[config.mk]
export PLATFORM = sky130hd
export DESIGN_NAME = mdu_unit_flat
export DESIGN_NICKNAME = d
export VERILOG_FILES = /design/src/mdu_pkg.sv /design/src/mdu_issue_if.sv /design/src/mdu_unit.sv /design/src/flat_wrapper.sv
export SDC_FILE = /design/constraint.sdc
export NUM_CORES = 2
export LEC_CHECK = 0
export BUFFER_PORTS_ARGS = -buffer_cell sky130_fd_sc_hd__buf_4
export CORE_ASPECT_RATIO = 0.7
export CORE_MARGIN = 2
export CORE_UTILIZATION = 45
export DETAILED_ROUTE_END_ITERATION = 16
export PLACE_DENSITY = 0.71
export SLEW_MARGIN = 20
export SYNTH_ARGS = -nofsm -noshare
export SYNTH_HDL_FRONTEND = slang
export SYNTH_SLANG_ARGS = --single-unit
[constraint.sdc]
create_clock -name clk -period 11.23 [get_ports clk]
set_input_delay 1.6845 -clock clk [delete_from_list [all_inputs] [get_ports clk]]
set_output_delay 1.6845 -clock clk [all_outputs]
set_load 0.05 [all_outputs]
[src/mdu_pkg.sv]
`default_nettype none

package mdu_pkg;

    // ----------------------------------------
    // basic data types
    // ----------------------------------------
    typedef logic [31:0] word_t;

    // rename tag, 32 in flight
    typedef logic [4:0] rob_tag_t;

    typedef enum logic [2:0] {
        MDU_MUL   = 3'd0,
        MDU_MULH  = 3'd1,
        MDU_MULHU = 3'd2,
        MDU_DIV   = 3'd3,
        MDU_DIVU  = 3'd4,
        MDU_REM   = 3'd5,
        MDU_REMU  = 3'd6
    } mdu_op_e;

    // ----------------------------------------
    // dispatch structures
    // ----------------------------------------
    // operand either carries data or waits on tag
    typedef struct packed {
        logic     valid;
        rob_tag_t tag;
        word_t    data;
    } mdu_src_t;

    typedef struct packed {
        mdu_op_e  op;
        rob_tag_t dst_tag;
        mdu_src_t src_a;
        mdu_src_t src_b;
    } mdu_slot_t;

    parameter int MDU_IQ_DEPTH_DEF = 8;
    // one quotient bit per iteration
    parameter int MDU_DIV_STEPS = 32;

endpackage

`default_nettype wire
[src/mdu_issue_if.sv]
`default_nettype none
`timescale 1ns/10ps

interface mdu_issue_if;
    import mdu_pkg::*;

    logic     valid;
    logic     ready;
    mdu_op_e  op;
    word_t    src_a;
    word_t    src_b;
    rob_tag_t dst_tag;

    // issue register side
    modport queue_side (
        output valid, op, src_a, src_b, dst_tag,
        input  ready
    );

    // execution side
    modport unit_side (
        input  valid, op, src_a, src_b, dst_tag,
        output ready
    );

endinterface

`default_nettype wire

[src/mdu_unit.sv]
`default_nettype none
`timescale 1ns/10ps

module mdu_unit (
    input  logic              clk,
    input  logic              reset_i,
    input  logic              flush_i,
    mdu_issue_if.unit_side    issue,
    output logic              result_valid_o,
    input  logic              result_ready_i,
    output mdu_pkg::word_t    result_data_o,
    output mdu_pkg::rob_tag_t result_tag_o
);
    import mdu_pkg::*;

    localparam int CNT_W = $clog2(MDU_DIV_STEPS);

    typedef enum logic [1:0] {
        ST_IDLE,
        ST_DIV,
        ST_DONE
    } div_state_e;

    div_state_e         state_q;
    logic [CNT_W-1:0]   cnt_q;
    logic               res_free;
    logic               issue_fire;
    logic               issue_is_div;
    logic               div_emit;
    logic               signed_div;
    logic               a_neg;
    logic               b_neg;
    // multiply pipeline
    logic               m1_valid_q;
    mdu_op_e            m1_op_q;
    rob_tag_t           m1_tag_q;
    logic signed [32:0] m1_a_q;
    logic signed [32:0] m1_b_q;
    logic signed [65:0] mul_full;
    logic               p2_valid_q;
    mdu_op_e            p2_op_q;
    rob_tag_t           p2_tag_q;
    logic [63:0]        p2_prod_q;
    // divider datapath
    mdu_op_e            div_op_q;
    rob_tag_t           div_tag_q;
    logic               div_neg_q_q;
    logic               div_neg_r_q;
    logic               div_zero_q;
    word_t              divisor_q;
    word_t              rem_q;
    word_t              quo_q;
    logic [32:0]        div_shift;
    logic [32:0]        div_diff;
    logic               div_take;
    word_t              div_quo_fix;
    word_t              div_rem_fix;
    // result register
    logic               res_valid_q;
    word_t              res_data_q;
    rob_tag_t           res_tag_q;

    // ----------------------------------------
    // issue handshake
    // ----------------------------------------
    assign res_free     = !res_valid_q || result_ready_i;
    assign issue.ready  = res_free && state_q == ST_IDLE;
    assign issue_fire   = issue.valid && issue.ready;
    assign issue_is_div = issue.op inside {MDU_DIV, MDU_DIVU, MDU_REM, MDU_REMU};

    // older multiplies leave the pipe before a divide result
    assign div_emit = state_q == ST_DONE && res_free && !m1_valid_q && !p2_valid_q;

    // ----------------------------------------
    // multiplier, stalls as one block
    // ----------------------------------------
    // MULH sign-extends, MUL low half is the same either way
    assign mul_full = m1_a_q * m1_b_q;

    always_ff @(posedge clk) begin
        if (reset_i || flush_i) begin
            m1_valid_q  <= 1'b0;
            p2_valid_q  <= 1'b0;
            res_valid_q <= 1'b0;
        end else if (res_free) begin
            m1_valid_q  <= issue_fire && !issue_is_div;
            p2_valid_q  <= m1_valid_q;
            res_valid_q <= p2_valid_q || div_emit;
        end
    end

    always_ff @(posedge clk) begin
        if (res_free) begin
            m1_op_q   <= issue.op;
            m1_tag_q  <= issue.dst_tag;
            m1_a_q    <= {issue.op == MDU_MULH && issue.src_a[31], issue.src_a};
            m1_b_q    <= {issue.op == MDU_MULH && issue.src_b[31], issue.src_b};
            p2_op_q   <= m1_op_q;
            p2_tag_q  <= m1_tag_q;
            p2_prod_q <= mul_full[63:0];
            if (p2_valid_q) begin
                res_data_q <= (p2_op_q == MDU_MUL) ? p2_prod_q[31:0] : p2_prod_q[63:32];
                res_tag_q  <= p2_tag_q;
            end else if (div_emit) begin
                res_data_q <= (div_op_q inside {MDU_REM, MDU_REMU}) ? div_rem_fix : div_quo_fix;
                res_tag_q  <= div_tag_q;
            end
        end
    end

    // ----------------------------------------
    // restoring divider on magnitudes
    // ----------------------------------------
    assign signed_div = issue.op == MDU_DIV || issue.op == MDU_REM;
    assign a_neg      = signed_div && issue.src_a[31];
    assign b_neg      = signed_div && issue.src_b[31];

    assign div_shift = {rem_q, quo_q[31]};
    assign div_diff  = div_shift - {1'b0, divisor_q};
    assign div_take  = div_shift >= {1'b0, divisor_q};

    // by zero every trial passes, so quotient is forced and remainder is the dividend
    // most negative by -1 already lands on dividend and zero
    assign div_quo_fix = div_zero_q ? '1 : (div_neg_q_q ? -quo_q : quo_q);
    assign div_rem_fix = div_neg_r_q ? -rem_q : rem_q;

    always_ff @(posedge clk) begin
        if (reset_i || flush_i) begin
            state_q <= ST_IDLE;
            cnt_q   <= '0;
        end else begin
            case (state_q)
                ST_IDLE: begin
                    if (issue_fire && issue_is_div) begin
                        state_q <= ST_DIV;
                        cnt_q   <= '0;
                    end
                end
                ST_DIV: begin
                    cnt_q <= cnt_q + CNT_W'(1);
                    if (cnt_q == CNT_W'(MDU_DIV_STEPS - 1)) begin
                        state_q <= ST_DONE;
                    end
                end
                ST_DONE: begin
                    if (div_emit) begin
                        state_q <= ST_IDLE;
                    end
                end
                default: state_q <= ST_IDLE;
            endcase
        end
    end

    always_ff @(posedge clk) begin
        if (issue_fire && issue_is_div) begin
            div_op_q    <= issue.op;
            div_tag_q   <= issue.dst_tag;
            div_neg_q_q <= a_neg ^ b_neg;
            div_neg_r_q <= a_neg;
            div_zero_q  <= issue.src_b == '0;
            divisor_q   <= b_neg ? -issue.src_b : issue.src_b;
            quo_q       <= a_neg ? -issue.src_a : issue.src_a;
            rem_q       <= '0;
        end else if (state_q == ST_DIV) begin
            rem_q <= div_take ? div_diff[31:0] : div_shift[31:0];
            quo_q <= {quo_q[30:0], div_take};
        end
    end

    assign result_valid_o = res_valid_q;
    assign result_data_o  = res_data_q;
    assign result_tag_o   = res_tag_q;

endmodule

`default_nettype wire

[src/flat_wrapper.sv]
// flat-port wrapper written by rule: the top's interface ports become plain ports
module mdu_unit_flat import mdu_pkg::*;
  (clk, reset_i, flush_i, result_valid_o, result_ready_i, result_data_o, result_tag_o, issue_valid, issue_op, issue_src_a, issue_src_b, issue_dst_tag, issue_ready);
  mdu_issue_if issue_i ();
  input  logic clk;
  input  logic reset_i;
  input  logic flush_i;
  output logic result_valid_o;
  input  logic result_ready_i;
  output mdu_pkg::word_t result_data_o;
  output mdu_pkg::rob_tag_t result_tag_o;
  input wire logic [$bits(issue_i.valid)-1:0] issue_valid;
  input wire logic [$bits(issue_i.op)-1:0] issue_op;
  input wire logic [$bits(issue_i.src_a)-1:0] issue_src_a;
  input wire logic [$bits(issue_i.src_b)-1:0] issue_src_b;
  input wire logic [$bits(issue_i.dst_tag)-1:0] issue_dst_tag;
  output wire logic [$bits(issue_i.ready)-1:0] issue_ready;
  assign issue_i.valid = issue_valid;
  assign issue_i.op = issue_op;
  assign issue_i.src_a = issue_src_a;
  assign issue_i.src_b = issue_src_b;
  assign issue_i.dst_tag = issue_dst_tag;
  assign issue_ready = issue_i.ready;
  mdu_unit u_core (.clk(clk), .reset_i(reset_i), .flush_i(flush_i), .issue(issue_i), .result_valid_o(result_valid_o), .result_ready_i(result_ready_i), .result_data_o(result_data_o), .result_tag_o(result_tag_o));
endmodule
==> reports/metrics.yaml <==
min_path:
  min_path_type: "flip-flop to flip-flop"
cts:
  cts_root_buf: "clkbuf_16"
  clock_latency_ps: 620
  clockBufferDepth: 3
  ctsResizeCount: 0
  htreeDepth: 1
  post_cts_buffers: 0
  cts_tree: "done"
  postCtsHoldBufs: 0
  cts.clk_slew.worst_paths_ps: 70
  numCtsBuffers: 30
  cts.sinks: 300
sta:
  finalSetupTns_ps: 0
  hold_ws_ps: 417
  slew_headroom_pct: 22.4
  fmax_ghz: 0.111
  slew_viol_final: 0
  skew_ps: 30.5
  setup_viol: 0
  min_period_ps: 9020
  tightest_slew_ps: 1160
  finalHoldViolCount: 0
  post-route-period-util_pct: 80.3
  rsz0062_at_grt: "false"
placement:
  gp_congestion: 0.969
  place_inst: 6996
  dp_hpwl_um: 126000
  portBuffers: 115
  dpl-instance-area_sq_um: 56100
detailed_routing:
  drt-total-wl_um: 158000
  drt_iter0_markers: 3966
  drt_pass1_iterations: 6
  num_vias: 39300
  drcViolationCount: 0
  drtAntennaViolNets: 0
  avgViaCountPerCell: 5.56
  wl_per_cell_um: 22.4
setup_path:
  worstSetupEndpointType: "flip-flop"
  path_max_fanout: 20
  cp.required_ps: 11600
  path_class: "flip-flop to flip-flop"
  startpoint_type: "flip-flop"
  crit_arrival_ps: 9390
floorplanning:
  rows: 105
  fp.dieW_um: 416
  fp.dieH_um: 293
  core_sq_um: 118000
  die_area_sq_um: 122000
  initial_core_util_pct: 45.5
  ios: 116
logic_synthesis:
  netlist.area_leader.share_pct: 42.1
  syn_avg_cell_area_sq_um: 9.71
  yosys_most_used_dff: "edfxtp_1"
  ys_seq_area_share_pct: 16.0
  synth_area_leaders: "fa_1 42%, edfxtp_1 14%, inv_1 8.0%"
  ys_warn_count: 0
  synthesis.nets: 6962
  syn_inst: 5509
  synth_area_sq_um: 53500
  yosys_register_bits: 300
  synth_edf_count: 258
  synth_largest_area_cell: "fa_1"
  synth-async-reset-ratio_pct: 0
  synth_cell_type_count: 72
final_layout:
  regArea_sq_um: 8590
  area_growth_pct: 6.93
  final_cell_area_sq_um: 57200
  layout.cells.non_filler: 7060
  drive_gt1_share_pct: 6.08
  layout.cells.most_common: "inv_1"
  layout_common_cells: "1142 x inv_1, 1126 x fa_1, 703 x nand2_1"
  final.fill_count: 10700
  final_nets: 6935
  multi_input_area_sq_um: 39600
flow_run:
  drv_cap: 0
global_routing:
  grt_max_degree: 86
  antenna_found_initial: 16
  gr-total-overflow: 0
  grtUsageTotal_pct: 26.6
  grt_pass1_wl_um: 247000
  grt_pass1_vias: 41500
run_status:
  status: "finished clean"
-- area by class of cell --
type | count | area share [%]
Antenna cell | 3 | 0.0131
Inverter | 1145 | 7.52
Multi-Input combinational cell | 3789 | 69.3
Sequential cell | 300 | 15.0
Clock buffer | 34 | 1.37
Tap cell | 1551 | 3.39
Timing Repair Buffer | 216 | 2.91
Clock inverter | 22 | 0.509
-- kinds of logic (layout without fill, tap and decap cells) --
kind of cell / count (synthesis) / in the layout / synth area share, %
DFF: 300 / 300 / 16.0
muxes: 60 / 60 / 1.19
and+or+nand+nor: 1585 / 1585 / 14.7
AOI/OAI and AO/OA: 545 / 545 / 6.46
other: 0 / 3 / 0
xor gates and xnor gates: 223 / 223 / 3.65
adders and majority gates: 1376 / 1376 / 48.0
buffers and inverters: 1420 / 1417 / 9.97
-- stage by stage --
| stage | utilization [%] | setup slack, ps |
|---|---|---|
| 6_report | 48.7 | 2210 |
| 3_3_place_gp | 47.7 | 2490 |
| 2_1_floorplan | - | 3300 |
| 5_1_grt | 48.7 | 1840 |
| 4_1_cts | 48.6 | 2360 |
| 3_5_place_dp | 47.7 | 2370 |
-- registers in the layout, summed over array words and instances (netlist names), 2 cells and up --
name,flops
u_core.state_q,2
u_core.p2_prod_q,64
u_core.p2_op_q,3
u_core.rem_q,32
u_core.divisor_q,32
u_core.m1_a_q,33
u_core.m1_tag_q,5
u_core.m1_b_q,33
u_core.result_data_o,32
u_core.p2_tag_q,5
u_core.result_tag_o,5
u_core.m1_op_q,3
u_core.quo_q,32
u_core.div_op_q,3
u_core.cnt_q,5
u_core.div_tag_q,5
-- synthesized netlist by cell type, types with 43 or more instances --
master	n
inv_1	1144
fa_1	1126
nand2_1	703
and2_1	528
clkbuf_1	267
edfxtp_1	258
ha_1	250
o21ai_0	161
xnor2_1	143
a21oi_1	127
nor2_1	106
xor2_1	80
a21o_1	43
-- metal layers --
layer	vias to the layer above	GRT usage, %	wire length, um
met5	-	0.709	227
met4	12	7.59	5350
met3	276	7.56	18800
met2	1964	39.4	67800
met1	20300	38.1	66100
li1	16700	-	-
-- worst paths after layout --
check / startpoint / endpoint / slack [ps] / cells past startpoint
min reg2reg: u_core.m1_op_q[0] / u_core.p2_op_q[0] / 420 / 0
max reg2reg: u_core.m1_a_q[9] / u_core.p2_prod_q[62] / 2210 / 25
min: u_core.m1_op_q[0] / u_core.p2_op_q[0] / 420 / 0
max: u_core.m1_a_q[9] / u_core.p2_prod_q[62] / 2210 / 25
-- worst max-delay path, cell delays in order, from the launching register on --
cell and delay (ps):
edfxtp_1 710, buf_4 430, nand2_1 110, fa_1 500
inv_1 50, fa_1 440, fa_1 510, inv_1 60
fa_1 450, fa_1 510, inv_1 60, fa_1 520
fa_1 500, inv_1 50, fa_1 530, inv_1 60
ha_1 410, nand3_1 170, nor3_1 390, nand2_1 100
o211ai_1 390, a31oi_1 150, o31ai_1 930, a32o_1 410
o21ai_0 160, xnor2_1 150
Power is left out: the tool's default activity adds up to more than one toggle a clock period on the data nets, which glitch-free logic cannot reach.
