===== config.mk =====
export PLATFORM = sky130hd
export DESIGN_NAME = mdu_issue_queue_flat
export DESIGN_NICKNAME = d
export VERILOG_FILES = /design/src/mdu_pkg.sv /design/src/mdu_issue_if.sv /design/src/mdu_issue_queue.sv /design/src/mdu_iq_entry.sv /design/src/flat_wrapper.sv
export SDC_FILE = /design/constraint.sdc
export NUM_CORES = 2
export LEC_CHECK = 0
export BUFFER_PORTS_ARGS = -buffer_cell sky130_fd_sc_hd__clkbuf_2
export CORE_MARGIN = 4
export CORE_UTILIZATION = 50
export CTS_CLUSTER_DIAMETER = 40
export DETAILED_ROUTE_END_ITERATION = 10
export PLACE_DENSITY = 0.7
export SLEW_MARGIN = 20
export SYNTH_ARGS = -nofsm -noshare
export SYNTH_HDL_FRONTEND = slang
export SYNTH_SLANG_ARGS = --single-unit

===== constraint.sdc =====
create_clock -name clk -period 14.7 [get_ports clk]
set_input_delay 0.735 -clock clk [delete_from_list [all_inputs] [get_ports clk]]
set_output_delay 0.735 -clock clk [all_outputs]
set_load 0.03 [all_outputs]

===== src/mdu_pkg.sv =====
`default_nettype none

package mdu_pkg;

    // ----------------------------------------
    // basic data types
    // ----------------------------------------
    typedef logic [31:0] word_t;

    // rename tag, 32 in flight
    typedef logic [4:0] rob_tag_t;

    typedef enum logic [2:0] {
        MDU_MUL   = 3'd0,
        MDU_MULH  = 3'd1,
        MDU_MULHU = 3'd2,
        MDU_DIV   = 3'd3,
        MDU_DIVU  = 3'd4,
        MDU_REM   = 3'd5,
        MDU_REMU  = 3'd6
    } mdu_op_e;

    // ----------------------------------------
    // dispatch structures
    // ----------------------------------------
    // operand either carries data or waits on tag
    typedef struct packed {
        logic     valid;
        rob_tag_t tag;
        word_t    data;
    } mdu_src_t;

    typedef struct packed {
        mdu_op_e  op;
        rob_tag_t dst_tag;
        mdu_src_t src_a;
        mdu_src_t src_b;
    } mdu_slot_t;

    parameter int MDU_IQ_DEPTH_DEF = 8;
    // one quotient bit per iteration
    parameter int MDU_DIV_STEPS = 32;

endpackage

`default_nettype wire

===== src/mdu_issue_if.sv =====
`default_nettype none
`timescale 1ns/10ps

interface mdu_issue_if;
    import mdu_pkg::*;

    logic     valid;
    logic     ready;
    mdu_op_e  op;
    word_t    src_a;
    word_t    src_b;
    rob_tag_t dst_tag;

    // issue register side
    modport queue_side (
        output valid, op, src_a, src_b, dst_tag,
        input  ready
    );

    // execution side
    modport unit_side (
        input  valid, op, src_a, src_b, dst_tag,
        output ready
    );

endinterface

`default_nettype wire


===== src/mdu_issue_queue.sv =====
`default_nettype none
`timescale 1ns/10ps

module mdu_issue_queue #(
    parameter int IQ_DEPTH = 8
) (
    input  logic                     clk,
    input  logic                     reset_i,
    input  logic                     flush_i,
    input  logic [1:0]               dispatch_valid_i,
    input  mdu_pkg::mdu_slot_t [1:0] dispatch_slot_i,
    output logic                     dispatch_ready_o,
    input  logic                     cdb_valid_i,
    input  mdu_pkg::rob_tag_t        cdb_tag_i,
    input  mdu_pkg::word_t           cdb_data_i,
    mdu_issue_if.queue_side          issue
);
    import mdu_pkg::*;

    localparam int PTR_W = $clog2(IQ_DEPTH);
    localparam int CNT_W = $clog2(IQ_DEPTH + 1);

    logic [PTR_W-1:0]    head_q;
    logic [PTR_W-1:0]    tail_q;
    logic [PTR_W-1:0]    tail_second;
    logic [CNT_W-1:0]    free_q;
    logic [CNT_W-1:0]    free_d;
    logic [CNT_W-1:0]    accept_cnt;
    logic [1:0]          accept;
    logic                accept_both;
    mdu_slot_t           first_slot;
    logic [IQ_DEPTH-1:0] entry_init;
    logic [IQ_DEPTH-1:0] entry_clear;
    logic [IQ_DEPTH-1:0] entry_ready;
    mdu_slot_t           entry_slot_in [IQ_DEPTH];
    mdu_slot_t           entry_slot [IQ_DEPTH];
    logic                head_ready;
    logic                iss_load;
    logic                pop;
    logic                iss_valid_q;
    mdu_op_e             iss_op_q;
    word_t               iss_a_q;
    word_t               iss_b_q;
    rob_tag_t            iss_tag_q;

    // ----------------------------------------
    // dispatch steering
    // ----------------------------------------
    assign accept      = dispatch_valid_i & {2{dispatch_ready_o}};
    assign accept_both = &accept;
    assign accept_cnt  = CNT_W'(accept[0]) + CNT_W'(accept[1]);
    assign tail_second = tail_q + PTR_W'(1);
    // lone slot 1 goes to the tail like slot 0 would
    assign first_slot  = accept[0] ? dispatch_slot_i[0] : dispatch_slot_i[1];

    for (genvar i = 0; i < IQ_DEPTH; i++) begin : g_entry
        assign entry_init[i] = ((|accept) && tail_q == PTR_W'(i))
                             || (accept_both && tail_second == PTR_W'(i));
        assign entry_slot_in[i] = (accept_both && tail_second == PTR_W'(i))
                                ? dispatch_slot_i[1] : first_slot;
        assign entry_clear[i] = pop && head_q == PTR_W'(i);

        mdu_iq_entry u_entry (
            .clk         (clk),
            .reset_i     (reset_i),
            .flush_i     (flush_i),
            .init_i      (entry_init[i]),
            .slot_i      (entry_slot_in[i]),
            .clear_i     (entry_clear[i]),
            .cdb_valid_i (cdb_valid_i),
            .cdb_tag_i   (cdb_tag_i),
            .cdb_data_i  (cdb_data_i),
            .busy_o      (),
            .ready_o     (entry_ready[i]),
            .slot_o      (entry_slot[i])
        );
    end

    // ----------------------------------------
    // pointers and free count
    // ----------------------------------------
    assign free_d = free_q - accept_cnt + CNT_W'(pop);

    always_ff @(posedge clk) begin
        if (reset_i || flush_i) begin
            head_q           <= '0;
            tail_q           <= '0;
            free_q           <= CNT_W'(IQ_DEPTH);
            dispatch_ready_o <= 1'b1;
        end else begin
            head_q           <= head_q + PTR_W'(pop);
            tail_q           <= tail_q + PTR_W'(accept_cnt);
            free_q           <= free_d;
            // room for a full pair next cycle
            dispatch_ready_o <= free_d >= CNT_W'(2);
        end
    end

    // ----------------------------------------
    // in-order issue from the head
    // ----------------------------------------
    assign head_ready = entry_ready[head_q];
    assign iss_load   = !iss_valid_q || issue.ready;
    assign pop        = iss_load && head_ready;

    always_ff @(posedge clk) begin
        if (reset_i || flush_i) begin
            iss_valid_q <= 1'b0;
        end else if (iss_load) begin
            iss_valid_q <= head_ready;
        end
    end

    always_ff @(posedge clk) begin
        if (pop) begin
            iss_op_q  <= entry_slot[head_q].op;
            iss_a_q   <= entry_slot[head_q].src_a.data;
            iss_b_q   <= entry_slot[head_q].src_b.data;
            iss_tag_q <= entry_slot[head_q].dst_tag;
        end
    end

    assign issue.valid   = iss_valid_q;
    assign issue.op      = iss_op_q;
    assign issue.src_a   = iss_a_q;
    assign issue.src_b   = iss_b_q;
    assign issue.dst_tag = iss_tag_q;

endmodule

`default_nettype wire


===== src/mdu_iq_entry.sv =====
`default_nettype none
`timescale 1ns/10ps

module mdu_iq_entry (
    input  logic               clk,
    input  logic               reset_i,
    input  logic               flush_i,
    input  logic               init_i,
    input  mdu_pkg::mdu_slot_t slot_i,
    input  logic               clear_i,
    input  logic               cdb_valid_i,
    input  mdu_pkg::rob_tag_t  cdb_tag_i,
    input  mdu_pkg::word_t     cdb_data_i,
    output logic               busy_o,
    output logic               ready_o,
    output mdu_pkg::mdu_slot_t slot_o
);
    import mdu_pkg::*;

    logic      busy_q;
    mdu_slot_t slot_q;
    mdu_slot_t slot_d;

    // incoming slot or stored one, then cdb capture on top
    always_comb begin
        slot_d = init_i ? slot_i : slot_q;
        if (cdb_valid_i && !slot_d.src_a.valid && slot_d.src_a.tag == cdb_tag_i) begin
            slot_d.src_a.valid = 1'b1;
            slot_d.src_a.data  = cdb_data_i;
        end
        if (cdb_valid_i && !slot_d.src_b.valid && slot_d.src_b.tag == cdb_tag_i) begin
            slot_d.src_b.valid = 1'b1;
            slot_d.src_b.data  = cdb_data_i;
        end
    end

    always_ff @(posedge clk) begin
        if (reset_i || flush_i) begin
            busy_q <= 1'b0;
        end else if (init_i) begin
            busy_q <= 1'b1;
        end else if (clear_i) begin
            busy_q <= 1'b0;
        end
    end

    always_ff @(posedge clk) begin
        if (init_i || busy_q) begin
            slot_q <= slot_d;
        end
    end

    assign busy_o  = busy_q;
    assign ready_o = busy_q && slot_q.src_a.valid && slot_q.src_b.valid;
    assign slot_o  = slot_q;

endmodule

`default_nettype wire


===== src/flat_wrapper.sv =====
// flat-port wrapper written by rule: the top's interface ports become plain ports
module mdu_issue_queue_flat import mdu_pkg::*;
#(
    parameter int IQ_DEPTH = 8
)
  (clk, reset_i, flush_i, dispatch_valid_i, dispatch_slot_i, dispatch_ready_o, cdb_valid_i, cdb_tag_i, cdb_data_i, issue_valid, issue_op, issue_src_a, issue_src_b, issue_dst_tag, issue_ready);
  mdu_issue_if issue_i ();
  input  logic clk;
  input  logic reset_i;
  input  logic flush_i;
  input  logic [1:0] dispatch_valid_i;
  input  mdu_pkg::mdu_slot_t [1:0] dispatch_slot_i;
  output logic dispatch_ready_o;
  input  logic cdb_valid_i;
  input  mdu_pkg::rob_tag_t cdb_tag_i;
  input  mdu_pkg::word_t cdb_data_i;
  output wire logic [$bits(issue_i.valid)-1:0] issue_valid;
  output wire logic [$bits(issue_i.op)-1:0] issue_op;
  output wire logic [$bits(issue_i.src_a)-1:0] issue_src_a;
  output wire logic [$bits(issue_i.src_b)-1:0] issue_src_b;
  output wire logic [$bits(issue_i.dst_tag)-1:0] issue_dst_tag;
  input wire logic [$bits(issue_i.ready)-1:0] issue_ready;
  assign issue_valid = issue_i.valid;
  assign issue_op = issue_i.op;
  assign issue_src_a = issue_i.src_a;
  assign issue_src_b = issue_i.src_b;
  assign issue_dst_tag = issue_i.dst_tag;
  assign issue_i.ready = issue_ready;
  mdu_issue_queue #(.IQ_DEPTH(IQ_DEPTH)) u_core (.clk(clk), .reset_i(reset_i), .flush_i(flush_i), .dispatch_valid_i(dispatch_valid_i), .dispatch_slot_i(dispatch_slot_i), .dispatch_ready_o(dispatch_ready_o), .cdb_valid_i(cdb_valid_i), .cdb_tag_i(cdb_tag_i), .cdb_data_i(cdb_data_i), .issue(issue_i));
endmodule

==> impl_results.md <==
- Status: finished, final reports clean
- Largest vdd supply drop: 0.116 mV
- Synth-to-layout area growth: 13.7%
- Post-CTS setup buffer count: 0
- 1st-iter DRT viols: around 4.6k
- RSZ-0062 raised after global routing: no
- Number of placed I/O pins: roughly 290
- Max transition margin: 0.175
- Detailed-route vias per instance: 6.98
- RD Place Congestion: 0.940
- Reported max-cap violation count: 0
- Fraction of synthesized cell area in xor and xnor cells: 0.00747
- Final Power: 6.83 mW
- Placeable core region: 0.0884 mm²
- Biggest fanout along the worst timing path: 65
- Synthesized flop and latch total: 764
- Fraction of registers with async set or reset after synthesis: 0
- DRT Pass-1 Iters: 6
- Number of enable flip-flop cells after synthesis: 744
- Filler instances: 7,002
- Number of setup violations in the final report: 0
- Area share of the largest cell type after synthesis: 0.501
- Hold_buf cts: 0
- Post-synth top area cell: edfxtp_1
- Number of synthesis warnings: 0
- Final slew viol count: 0
- Worst skew pair latency: 710 ps
- Overall global routing resource usage: 0.308
- Number of nets in the final layout: ~3.6k
- Average footprint of a synthesized cell: 13.2 µm²
- DP HPWL: about 85,000 µm
- Vias in the first global route: 32.7k
- Part of the Yosys area used for sequential elements: 0.510
- Final critical-path share of the clock period: 0.474
- Chip Height: 307 µm
- Number of cell rows: 109
- Post-synthesis compound-gate area fraction: 0.153
- Fmax: 143 MHz
- Transition time at the pin with the least slew margin: 1230 ps
- Total Wirelength: approximately 150,000 µm
- Number of instances in the synthesized netlist: about 3.4k
- Initial antenna violation count: 27
- Initial cell density of the core: 0.504
- Top area cells in the synthesized netlist: edfxtp_1 50%, mux2_2 10%, a22o_1 8.2%, mux4_2 7.3%, mux2_4 2.8%
- Worst EP arrival: approximately 7300 ps
- Type of the most critical hold path: input port to register
- Clock edge transition at the registers on the reported setup and hold paths: 50 ps
- Die boundary width: 307 µm
- Main combinational cell family by area after synthesis: multiplexers
- Net count of the mapped netlist: 3,604
- Fraction of layout instances using a drive strength above 1: 0.370
- Maximum number of pins on one net before global-route repair: 67
- Largest buffer count on any clock path: 3
- Buffer cell driving the clock tree root: clkbuf_16
- Flip-flop cell with the highest count after synthesis: edfxtp_1
- Wire length of the first global-routing pass: between 200,000 and 250,000 µm
- TritonCTS clock tree: built
- Setup_tns: 0 ps
- Count of unique library cells instantiated by Yosys: 91
- Mux share of post-synthesis cell area: 0.223
- PD cells: 135 mW/mm²
- Die area: 0.0940 mm²
- Adder-Cell Fraction of Synth Area: 0.00455
- Grt total ovfl: 0
- Critical Path End Type: register
- Routed len/inst: roughly 32 µm
- Post-Synth Simple-Gate Area: 0.0534
- Count of buffers from port buffering: 285
- Required time worst endpoint: 15,070 ps
- Static Leak: 18.0 nW
- Post-synth design cell area: 0.0446 mm²
- CTS-repair resized insts: 0
- Residual DRC count: 0
- Setup CP Type: register to register
- CTS H-Tree Depth: 3
- Time the worst path needs with I/O delays and setup: 6970 ps
- Nature of the critical path startpoint: register
- Antenna-violating nets left: 0
- Total vias in the final route: 32.8k
- Final number of hold-violating endpoints: 0
- Clock tree skew after final layout: 30.4 ps
- Sinks on the clock net: approximately 760
- CTS buffer count: 121
==> metal layers <==
metal  GRT usage  wire length (µm)  part of all wire
met1       0.401             55400              0.37
met2       0.480             68600              0.46
met3      0.0953             19500              0.13
met4       0.131              5950             0.040
met5           0                89           0.00060
==> worst max-delay path, stage by stage (launching register included) <==
cell       delay (ps)
dfxtp_1           520
nand2_1            90
buf_4             270
inv_2             620
ha_1              730
nand4bb_1         720
o21ai_4           200
buf_4             790
a221oi_2          140
xnor2_1           180
nor2_1            230
nand4_4           710
o21ai_4           900
buf_4             440
==> power breakdown <==
group / leakage, nW / internal (mW) / switching, mW
clock network: 2.02 / 1.83 / 1.11
logic: 9.29 / 0.439 / 0.714
registers: 6.70 / 2.67 / 0.0643
==> placed cells by master, fill, tap and decap left out, types with 16 or more instances in the layout <==
master      Yosys  layout
a211oi_1       28      28
a21oi_1       132     132
a22o_1        417     417
a22oi_1       105     105
buf_4          14      72
bufinv_16       0      16
clkbuf_16       0     123
clkbuf_2        1     285
clkinv_2        0      26
clkinv_4        0      16
clkinvlp_4      0      17
dfxtp_1        20      17
diode_2         0      21
edfxtp_1      744     744
inv_1          36      36
mux2_1         64      64
mux2_2        411     411
mux2_4         84      84
mux4_2        144     144
nand2_1        62      62
nand3_1        16      16
nor2_1        222     216
nor3_1         41      39
o21ai_0        58      45
o21ai_4         0      17
o22ai_1        39      39
xnor2_1        33      33
==> state kept, by name, summed over array words and instances (netlist names) <==
signal                         cells
u_core.g_entry.u_entry.slot_o    672
u_core.issue.src_a                32
u_core.issue.src_b                32
u_core.g_entry.u_entry.busy_o      8
u_core.issue.dst_tag               5
u_core.free_q                      4
u_core.head_q                      3
u_core.issue.op                    3
u_core.tail_q                      3
u_core.dispatch_ready_o            1
u_core.issue.valid                 1
==> through the flow <==
stage / area [µm²] / instances / utilization / setup slack (ps) / hold slack [ps]
2_1_floorplan: 44600 / 3377 / - / 8440 / 461
5_1_grt: 50700 / 4689 / 0.573 / 7470 / 410
6_report: 50700 / 4698 / 0.574 / 7730 / 405
3_3_place_gp: 46400 / 4449 / 0.525 / 7690 / 476
3_5_place_dp: 46400 / 4449 / 0.525 / 7450 / 482
4_1_cts: 50600 / 4676 / 0.573 / 7870 / 378
==> final timing paths <==
| check | depth (start not counted) | slack [ps] | end | from |
|---|---|---|---|---|
| worst max-delay path | 13 | 7730 | u_core.g_entry[6].u_entry.slot_o[0] | u_core.dispatch_ready_o |
| worst min-delay path | 3 | 410 | u_core.issue.valid | issue_ready |
| worst min register to register | 2 | 500 | u_core.g_entry[4].u_entry.busy_o | u_core.g_entry[4].u_entry.busy_o |
| worst max register to register | 13 | 7730 | u_core.g_entry[6].u_entry.slot_o[0] | u_core.dispatch_ready_o |
==> cell families (layout without fill, tap and decap cells) <==
family,after synthesis,count (layout)
buf+inv,492,627
simple gates,460,460
compound gates,896,896
flops,764,764
other cells,0,21
xor+xnor,38,38
fa+ha+maj,15,15
mux,712,712
==> Yosys cell counts (39+ instances only) <==
| library cell | instances |
|---|---|
| buf_1 | 122 |
| buf_2 | 56 |
| o22ai_1 | 39 |
| o21ai_0 | 58 |
| a22oi_1 | 105 |
| mux2_1 | 64 |
| a21oi_1 | 132 |
| nand2_1 | 62 |
| mux2_4 | 84 |
| mux4_2 | 144 |
| a22o_1 | 417 |
| clkbuf_1 | 233 |
| nor3_1 | 41 |
| edfxtp_1 | 744 |
| nor2_1 | 222 |
| mux2_2 | 411 |
==> cell type report <==
type / count / area [µm²] / area share
multi-input combinational: 2121 / 20100 / 0.396
clock buffer: 133 / 3150 / 0.0621
antenna: 21 / 52.6 / 0.00104
timing repair buffer: 358 / 1990 / 0.0394
inverter: 42 / 158 / 0.00311
clock inverter: 94 / 1050 / 0.0207
sequential: 764 / 22800 / 0.449
tap: 1165 / 1460 / 0.0288
No activity file was read; power rests on OpenSTA's default activity.
